`config.mk`:
```
export PLATFORM = sky130hd
export DESIGN_NAME = trace_monitor_top
export DESIGN_NICKNAME = d
export VERILOG_FILES = /design/src/verilog/riscv_cause_pkg.sv /design/src/verilog/trace_mon_pkg.sv /design/src/verilog/retire_capture.sv /design/src/verilog/trace_fifo.sv /design/src/verilog/trace_monitor_top.sv /design/src/verilog/trace_rule_checker.sv
export SDC_FILE = /design/constraint.sdc
export NUM_CORES = 1
export LEC_CHECK = 0
export BUFFER_PORTS_ARGS = -buffer_cell sky130_fd_sc_hd__buf_2
export CAP_MARGIN = 40
export CELL_PAD_IN_SITES_DETAIL_PLACEMENT = 1
export CELL_PAD_IN_SITES_GLOBAL_PLACEMENT = 1
export CORE_ASPECT_RATIO = 0.8
export CORE_MARGIN = 1.5
export CORE_UTILIZATION = 45
export CTS_CLUSTER_DIAMETER = 60
export DETAILED_ROUTE_END_ITERATION = 8
export MAX_ROUTING_LAYER = met4
export PLACE_DENSITY = 0.83
export RECOVER_POWER = 25
export SYNTH_ARGS = -nofsm -noshare
export SYNTH_HDL_FRONTEND = slang
export SYNTH_HIERARCHICAL = 1
export SYNTH_SLANG_ARGS = --single-unit
```
`constraint.sdc`:
```
create_clock -name clk_i -period 2.8 [get_ports clk_i]
set_input_delay 0.14 -clock clk_i [delete_from_list [all_inputs] [get_ports clk_i]]
set_output_delay 0.14 -clock clk_i [all_outputs]
set_load 0.03 [all_outputs]
```
`src/verilog/riscv_cause_pkg.sv`:
```
// RISC-V cause encodings
// Exception cause and debug cause values, as the core reports them at
// retirement and in mcause and dcsr

package riscv_cause_pkg;

  //////////////////////////////////////////////////////////////////////
  // Cause widths
  //////////////////////////////////////////////////////////////////////

  // Only the low six bits of mcause are tracked by the monitor
  typedef logic [5:0] exc_cause_t;

  // Debug cause as carried in dcsr.cause and on the rvfi_dbg field
  typedef logic [2:0] dbg_cause_t;

  //////////////////////////////////////////////////////////////////////
  // Debug causes
  //////////////////////////////////////////////////////////////////////

  // No debug entry on this retirement
  localparam dbg_cause_t DBG_CAUSE_NONE   = 3'h0;

  // Entry through an ebreak instruction
  localparam dbg_cause_t DBG_CAUSE_EBREAK = 3'h1;

  // Entry after a single step, also used when an exception hits a stepped instruction
  localparam dbg_cause_t DBG_CAUSE_STEP   = 3'h4;

endpackage : riscv_cause_pkg

```
`src/verilog/trace_mon_pkg.sv`:
```
// Retirement trace monitor formats
// Record layout, rule flag layout and counter width used between the
// capture stage, the record FIFO and the rule checker

package trace_mon_pkg;

  import riscv_cause_pkg::*;

  //////////////////////////////////////////////////////////////////////
  // Trap information of one retirement
  //////////////////////////////////////////////////////////////////////

  // Exception and debug bits with the cause of each, 11 bits
  typedef struct packed {
    logic       exception;
    logic       debug;
    exc_cause_t exception_cause;
    dbg_cause_t debug_cause;
  } trap_info_t;

  //////////////////////////////////////////////////////////////////////
  // One record per retirement, 23 bits
  //////////////////////////////////////////////////////////////////////

  typedef struct packed {
    logic       intr;       // First instruction of a trap handler
    dbg_cause_t dbg;        // Debug entry cause, zero when no entry
    trap_info_t trap;       // Trap raised by this instruction
    exc_cause_t mcause_lo;  // mcause[5:0] as read at retirement
    logic       no_debug;   // Neither stepping nor in debug mode
    logic       ack_ok;     // A debug acknowledge was outstanding
  } trace_rec_t;

  // Sticky rule violation bits, one per consistency rule
  typedef struct packed {
    logic trap_intr;
    logic dbg_align;
    logic step_cause;
    logic mcause_align;
    logic dbg_no_ack;
  } rule_flags_t;

  // Width of the checked and error counters
  typedef logic [15:0] count_t;

endpackage : trace_mon_pkg

```
`src/verilog/retire_capture.sv`:
```
// Retirement capture stage
// Turns each retirement strobe into one registered trace record and
// counts debug acknowledges that are still waiting for their debug entry

`timescale 1ns/1ps

module retire_capture
  import riscv_cause_pkg::*;
  import trace_mon_pkg::*;
#(
  parameter int unsigned ACK_CNT_W = 2
) (
  input  logic       clk_i,
  input  logic       rst_ni,
  input  logic       retire_valid_i,
  input  logic       rvfi_intr_i,
  input  dbg_cause_t rvfi_dbg_i,
  input  trap_info_t rvfi_trap_i,
  input  exc_cause_t mcause_i,
  input  logic       dcsr_step_i,
  input  logic       debug_mode_i,
  input  logic       dbg_ack_i,
  output logic       rec_push_o,
  output trace_rec_t rec_o
);

  localparam logic [ACK_CNT_W-1:0] ACK_CNT_MAX = '1;

  logic [ACK_CNT_W-1:0] ack_cnt_q;
  logic                 dbg_entry;
  logic                 ack_inc;
  logic                 ack_dec;

  // A retirement that enters debug consumes one acknowledge
  assign dbg_entry = retire_valid_i && (rvfi_dbg_i != DBG_CAUSE_NONE);

  // An ack and an entry in the same cycle cancel out
  // Both ends saturate so the count never wraps
  assign ack_inc = dbg_ack_i && !dbg_entry && (ack_cnt_q != ACK_CNT_MAX);
  assign ack_dec = dbg_entry && !dbg_ack_i && (ack_cnt_q != '0);

  //////////////////////////////////////////////////////////////////////
  // Outstanding acknowledge count
  //////////////////////////////////////////////////////////////////////

  always_ff @(posedge clk_i or negedge rst_ni) begin
    if (!rst_ni) begin
      ack_cnt_q <= '0;
    end else if (ack_inc) begin
      ack_cnt_q <= ack_cnt_q + 1'b1;
    end else if (ack_dec) begin
      ack_cnt_q <= ack_cnt_q - 1'b1;
    end
  end

  //////////////////////////////////////////////////////////////////////
  // Record register
  //////////////////////////////////////////////////////////////////////

  // Push strobe follows the retire strobe by one cycle
  always_ff @(posedge clk_i or negedge rst_ni) begin
    if (!rst_ni) begin
      rec_push_o <= 1'b0;
    end else begin
      rec_push_o <= retire_valid_i;
    end
  end

  // The record is only loaded on a retirement and is meaningless otherwise
  always_ff @(posedge clk_i) begin
    if (retire_valid_i) begin
      rec_o.intr      <= rvfi_intr_i;
      rec_o.dbg       <= rvfi_dbg_i;
      rec_o.trap      <= rvfi_trap_i;
      rec_o.mcause_lo <= mcause_i;
      // Stepping or debug mode suspends the trap rules
      rec_o.no_debug  <= !(dcsr_step_i || debug_mode_i);
      // An ack in the same cycle as the entry also counts as preceding it
      rec_o.ack_ok    <= (ack_cnt_q != '0) || dbg_ack_i;
    end
  end

endmodule : retire_capture

```
`src/verilog/trace_fifo.sv`:
```
// Trace record FIFO
// Circular buffer with show-ahead read, drops pushes when full and keeps a
// sticky overflow flag until cleared

`timescale 1ns/1ps

module trace_fifo
  import trace_mon_pkg::*;
#(
  parameter int unsigned FIFO_DEPTH = 4
) (
  input  logic       clk_i,
  input  logic       rst_ni,
  input  logic       clear_i,
  input  logic       push_i,
  input  trace_rec_t data_i,
  input  logic       pop_i,
  output logic       avail_o,
  output trace_rec_t head_o,
  output logic       overflow_o
);

  localparam int unsigned PTR_W = (FIFO_DEPTH > 1) ? $clog2(FIFO_DEPTH) : 1;
  localparam int unsigned CNT_W = $clog2(FIFO_DEPTH + 1);
  localparam logic [PTR_W-1:0] LAST_PTR = PTR_W'(FIFO_DEPTH - 1);
  localparam logic [CNT_W-1:0] FULL_CNT = CNT_W'(FIFO_DEPTH);

  trace_rec_t       mem_q [FIFO_DEPTH];
  logic [PTR_W-1:0] wr_ptr_q;
  logic [PTR_W-1:0] rd_ptr_q;
  logic [CNT_W-1:0] cnt_q;
  logic             full;
  logic             do_push;
  logic             do_pop;

  assign full    = (cnt_q == FULL_CNT);
  assign avail_o = (cnt_q != '0);
  assign head_o  = mem_q[rd_ptr_q];

  // A push into a full buffer is lost, even if a pop happens alongside
  assign do_push = push_i && !full;
  assign do_pop  = pop_i && avail_o;

  // Storage, written only on an accepted push
  always_ff @(posedge clk_i) begin
    if (do_push) begin
      mem_q[wr_ptr_q] <= data_i;
    end
  end

  // Pointers wrap at the depth so any depth works, not just powers of two
  always_ff @(posedge clk_i or negedge rst_ni) begin
    if (!rst_ni) begin
      wr_ptr_q <= '0;
      rd_ptr_q <= '0;
      cnt_q    <= '0;
    end else begin
      if (do_push) begin
        wr_ptr_q <= (wr_ptr_q == LAST_PTR) ? '0 : wr_ptr_q + 1'b1;
      end
      if (do_pop) begin
        rd_ptr_q <= (rd_ptr_q == LAST_PTR) ? '0 : rd_ptr_q + 1'b1;
      end
      if (do_push && !do_pop) begin
        cnt_q <= cnt_q + 1'b1;
      end else if (do_pop && !do_push) begin
        cnt_q <= cnt_q - 1'b1;
      end
    end
  end

  // Sticky loss indication, clear takes priority over a new drop
  always_ff @(posedge clk_i or negedge rst_ni) begin
    if (!rst_ni) begin
      overflow_o <= 1'b0;
    end else if (clear_i) begin
      overflow_o <= 1'b0;
    end else if (push_i && full) begin
      overflow_o <= 1'b1;
    end
  end

endmodule : trace_fifo

```
`src/verilog/trace_monitor_top.sv`:
```
// Retirement trace monitor
// Capture stage feeds a record FIFO that drains into the rule checker,
// hold pauses the checker so the FIFO can fill

`timescale 1ns/1ps

module trace_monitor_top
  import riscv_cause_pkg::*;
  import trace_mon_pkg::*;
#(
  parameter int unsigned FIFO_DEPTH = 4,
  parameter int unsigned ACK_CNT_W  = 2
) (
  input  logic        clk_i,
  input  logic        rst_ni,
  input  logic        clear_i,
  input  logic        hold_i,
  input  logic        retire_valid_i,
  input  logic        rvfi_intr_i,
  input  dbg_cause_t  rvfi_dbg_i,
  input  trap_info_t  rvfi_trap_i,
  input  exc_cause_t  mcause_i,
  input  logic        dcsr_step_i,
  input  logic        debug_mode_i,
  input  logic        dbg_ack_i,
  output rule_flags_t flags_o,
  output count_t      checked_o,
  output count_t      errors_o,
  output logic        overflow_o
);

  logic       rec_push;
  trace_rec_t rec_data;
  logic       rec_avail;
  trace_rec_t rec_head;
  logic       rec_pop;

  //////////////////////////////////////////////////////////////////////
  // Producer
  //////////////////////////////////////////////////////////////////////

  retire_capture #(
    .ACK_CNT_W (ACK_CNT_W)
  ) u_capture (
    .clk_i          (clk_i),
    .rst_ni         (rst_ni),
    .retire_valid_i (retire_valid_i),
    .rvfi_intr_i    (rvfi_intr_i),
    .rvfi_dbg_i     (rvfi_dbg_i),
    .rvfi_trap_i    (rvfi_trap_i),
    .mcause_i       (mcause_i),
    .dcsr_step_i    (dcsr_step_i),
    .debug_mode_i   (debug_mode_i),
    .dbg_ack_i      (dbg_ack_i),
    .rec_push_o     (rec_push),
    .rec_o          (rec_data)
  );

  // Buffer between capture and checker, the capture side never waits
  trace_fifo #(
    .FIFO_DEPTH (FIFO_DEPTH)
  ) u_fifo (
    .clk_i      (clk_i),
    .rst_ni     (rst_ni),
    .clear_i    (clear_i),
    .push_i     (rec_push),
    .data_i     (rec_data),
    .pop_i      (rec_pop),
    .avail_o    (rec_avail),
    .head_o     (rec_head),
    .overflow_o (overflow_o)
  );

  //////////////////////////////////////////////////////////////////////
  // Consumer
  //////////////////////////////////////////////////////////////////////

  trace_rule_checker u_checker (
    .clk_i     (clk_i),
    .rst_ni    (rst_ni),
    .clear_i   (clear_i),
    .hold_i    (hold_i),
    .avail_i   (rec_avail),
    .head_i    (rec_head),
    .pop_o     (rec_pop),
    .flags_o   (flags_o),
    .checked_o (checked_o),
    .errors_o  (errors_o)
  );

endmodule : trace_monitor_top

```
`src/verilog/trace_rule_checker.sv`:
```
// Retirement rule checker
// Pops trace records, compares each with the one before it and keeps sticky
// violation flags together with checked and error counts

`timescale 1ns/1ps

module trace_rule_checker
  import riscv_cause_pkg::*;
  import trace_mon_pkg::*;
(
  input  logic        clk_i,
  input  logic        rst_ni,
  input  logic        clear_i,
  input  logic        hold_i,
  input  logic        avail_i,
  input  trace_rec_t  head_i,
  output logic        pop_o,
  output rule_flags_t flags_o,
  output count_t      checked_o,
  output count_t      errors_o
);

  trace_rec_t  prev_q;
  logic        prev_valid_q;
  logic        prev_trap;
  rule_flags_t viol;

  // Records are taken as soon as they show up unless the checker is held
  assign pop_o = avail_i && !hold_i;

  // Any trap bit on the previous retirement counts as a trap
  assign prev_trap = prev_q.trap.exception || prev_q.trap.debug;

  //////////////////////////////////////////////////////////////////////
  // Rule evaluation
  //////////////////////////////////////////////////////////////////////

  always_comb begin
    // Outside debug, the retirement after a trap is the handler entry
    viol.trap_intr = prev_valid_q && prev_trap && prev_q.no_debug && !head_i.intr;

    // A debug trap must be followed by an entry with the same cause
    viol.dbg_align = prev_valid_q && prev_q.trap.debug &&
                     ((head_i.dbg != prev_q.trap.debug_cause) ||
                      (head_i.dbg == DBG_CAUSE_NONE));

    // Exception and debug bits together only happen while stepping
    viol.step_cause = head_i.trap.exception && head_i.trap.debug &&
                      (head_i.trap.debug_cause != DBG_CAUSE_STEP);

    // mcause is not written in debug mode, so only check outside it
    viol.mcause_align = prev_valid_q && prev_q.trap.exception && prev_q.no_debug &&
                        (head_i.mcause_lo != prev_q.trap.exception_cause);

    // This rule looks at the current record alone
    viol.dbg_no_ack = (head_i.dbg != DBG_CAUSE_NONE) && !head_i.ack_ok;
  end

  //////////////////////////////////////////////////////////////////////
  // Flags, counts and the previous record
  //////////////////////////////////////////////////////////////////////

  always_ff @(posedge clk_i or negedge rst_ni) begin
    if (!rst_ni) begin
      flags_o      <= '0;
      checked_o    <= '0;
      errors_o     <= '0;
      prev_valid_q <= 1'b0;
    end else if (clear_i) begin
      flags_o      <= '0;
      checked_o    <= '0;
      errors_o     <= '0;
      prev_valid_q <= 1'b0;
    end else if (pop_o) begin
      flags_o      <= flags_o | viol;
      checked_o    <= checked_o + count_t'(1);
      // A record with several violations still counts as one error
      errors_o     <= errors_o + count_t'(|viol);
      prev_valid_q <= 1'b1;
    end
  end

  // Only read while prev_valid_q is set, which the reset and clear above guard
  always_ff @(posedge clk_i) begin
    if (pop_o) begin
      prev_q <= head_i;
    end
  end

endmodule : trace_rule_checker
```
==> results.md <==
- Critical path class: reg -> reg
- Nets: ~590
- Largest area contributor in the netlist: edfxtp_1
- Worst-skew pair later-pin latency: between 400 and 500 ps
- Via density: roughly 5.5
- Leakage: 3.49 nW
- Final Total Pwr: 0.00811 W
- Max Fclk: around 0.3 GHz
- Reg2reg path depth: 11
- Synthesized cell area: approximately 7100 um^2
- Die footprint: between 15000 and 20000 um^2
- Setup slack, reg-to-reg: -440 ps
- Yosys warns: 6
- Arr. time, crit path: 3550 ps
- Vias: between 4000 and 5000
- Die extent in x: 144 um
- CTS root buffer: clkbuf_16
- Crit-path max FO: 4
- PD cells: between 900 and 1000 nW/um^2
- Clock sink count: between 150 and 200
- Setup crit start: u_fifo/rd_ptr_q[0]
- RSZ-0062 raised after global routing: true
- Yosys top cell area share: between 50 and 60%
- Final hold violation count: 0
- Syn nets: 457
- Top-count cell post-synth: edfxtp_1
- Post-synthesis async set-or-reset flop share: 27.8%
- Fin cells: just under 800
- Element type at the critical path start: flip-flop
- Port Buf Inserts: 66
- GRT overflow: 0
- Global-route wire length before repair: between 20000 and 30000 um
- Sequential share of the synthesized area: between 70% and 80%
- Post-Place Worst Slack: -436 ps
- Status: finished, violations left
- Worst Hold Class: in -> reg
- Initial antenna violation count: 1
- Layout cells sized above 1: 31.9%
- Post-synth top cells: edfxtp_1 (127), dfrtp_1 (49), nor2_1 (43), xnor2_1 (21), mux4_2 (18)
- Largest cells by area after synthesis: edfxtp_1 (53%), dfrtp_1 (17%), mux4_2 (5.7%), xnor2_1 (2.6%), nor2_1 (2.3%)
- Period utilisation layout: 116%
- Setup crit end: u_checker/errors_o[15]
- Final setup violation count: 15
- Cells after Synth: about 420
- Fin crit period: 3240 ps
- Failing checks: capacitance limit, slew limit, setup timing
- Vias in the first global route: roughly 4700
- Core area: approximately 15000 um^2
- Largest net degree at the start of global routing: 47
- HPWL after detailed placement: 10300 um
- H-tree depth: 4
- CP required: around 3100 ps
- Die height: approximately 120 um
- Dpl cells: between 700 and 800
- Final Max Slew Viols: 63
- Final Skew: 9.64 ps
- Total CTS buffers: 17
- Worst slew pin tran: approximately 1700 ps
- Final GP Congestion: ~0.8
- Post-synth EDFFs: approximately 130
- # IOs: between 60 and 70
- Max-slew headroom: -15.4%
- Avg Synthesized Cell Area: between 15 and 20 um^2
- Final Worst Setup Slack: -436 ps
- DR DRC count: 0
- Area grow syn2layout: 24.1%
- Number of distinct library cells after synthesis: between 50 and 60
- Row count: 40
- DRT iter0 DRCs: approximately 340
- CTS tree: yes
- Setup TNS: -4670 ps
- Ys flop type: edfxtp_1
- Drt total wl: 18100 um
- Initial Util: 46.8%
- Endpoint class of the critical path: flip-flop
- Routed Antenna Nets: 0
- R2r startpoint: u_fifo/rd_ptr_q[0]
- FF-to-FF End: u_checker/errors_o[15]
- Initial DRT Pass Iterations: 7
- #FFs+latches synth: 176
- Max Cap Viol: 2
- IR drop worst, VDD: between 0.0005 and 0.0006 V
- Drt wl/cell: roughly 23 um
- Total track usage: between 20% and 30%
- Reg clk slew, reported paths: roughly 70 ps
- Clk buf depth: 2
==> cells by family (layout without fill, tap and decap cells) <==
family | count (synthesis) | count (layout) | share of synthesized area [%]
mux | 34 | 34 | 9.25
flops | 176 | 176 | 70.5
compound gates | 29 | 29 | 2.80
fa+ha+maj | 10 | 10 | 1.86
xor+xnor | 32 | 32 | 3.92
other cells | 0 | 1 | 0
buf+inv | 21 | 170 | 1.73
simple gates | 116 | 116 | 9.89
==> sequential cells by signal, indices dropped and copies added (netlist names), 3 cells and up <==
register,cells
u_fifo/mem_q,92
u_capture/rec_o,23
u_checker/checked_o,16
u_checker/errors_o,16
u_checker/prev_q,12
u_checker/flags_o,5
u_fifo/cnt_q,3
==> critical path: stages (launching register included) <==
cell,delay [ps]
dfrtp_2,420
buf_6,150
mux4_2,540
or3_4,400
nand4_1,160
nand3_2,110
o211ai_1,200
ha_2,300
nand4b_4,130
nor4_4,190
nand4_1,190
mux2_4,340
==> final cells by class <==
class                           count  area [um^2]
Sequential cell                   176         5040
Antenna cell                        1         2.50
Inverter                            9         33.8
Tap cell                          210          263
Timing Repair Buffer              129          906
Multi-Input combinational cell    221         2070
Clock buffer                       18          429
Fill cell                        1446         6400
Clock inverter                     14          119
==> layout by cell type (no fill, tap or decap), types with 17 or more instances in the layout <==
master / n
mux4_2: 18
dfrtp_1: 48
dlygate4sd3_1: 25
buf_4: 29
edfxtp_1: 127
xnor2_1: 21
clkbuf_16: 17
nor2_1: 42
buf_2: 56
==> worst min path at each step <==
| stage | startpoint | to | slack [ps] | depth (start not counted) |
|---|---|---|---|---|
| global route | hold_i | u_fifo/rd_ptr_q[1] | 220 | 4 |
| CTS | rst_ni | u_checker/errors_o[8] | 130 | 2 |
| finish | hold_i | u_fifo/rd_ptr_q[1] | 210 | 4 |
| detailed placement | rst_ni | u_checker/errors_o[7] | 60 | 1 |
| floorplan | rst_ni | u_capture/ack_cnt_q[0] | -160 | 0 |
| global placement | rvfi_trap_i[5] | u_capture/rec_o[13] | 320 | 1 |
==> stage by stage <==
stage          hold WS [ps]  util (%)  area [um^2]
3_3_place_gp            316      51.5         7860
3_5_place_dp           57.1      51.6         7880
4_1_cts                 127      57.6         8800
6_report                213      58.1         8870
2_1_floorplan          -156         -         7160
5_1_grt                 220      58.1         8870
==> metal layers <==
layer	global-route usage, %	vias to the layer above	share of wire (%)
met5	-	-	0
met1	27.5	2219	40
li1	-	1868	-
met2	39.8	167	53
met3	5.41	40	4.9
met4	11.4	0	2.7
==> what timing repair did <==
action,in CTS,in global routing
gates resized for setup,16,13
hold buffers,25,0
hold endpoints to repair,72,0
setup endpoints to repair,16,16
pin swaps,14,10
buffers inserted,10,6
==> where the power goes <==
part / internal [W] / leakage [nW] / switching [W]
Sequential: 0.00337 / 1.84 / 0.000323
Clock: 0.00122 / 0.259 / 0.00100
Combinational: 0.00104 / 1.39 / 0.00115
Total: 0.00563 / 3.49 / 0.00248
No activity file was read; power rests on OpenSTA's default activity.
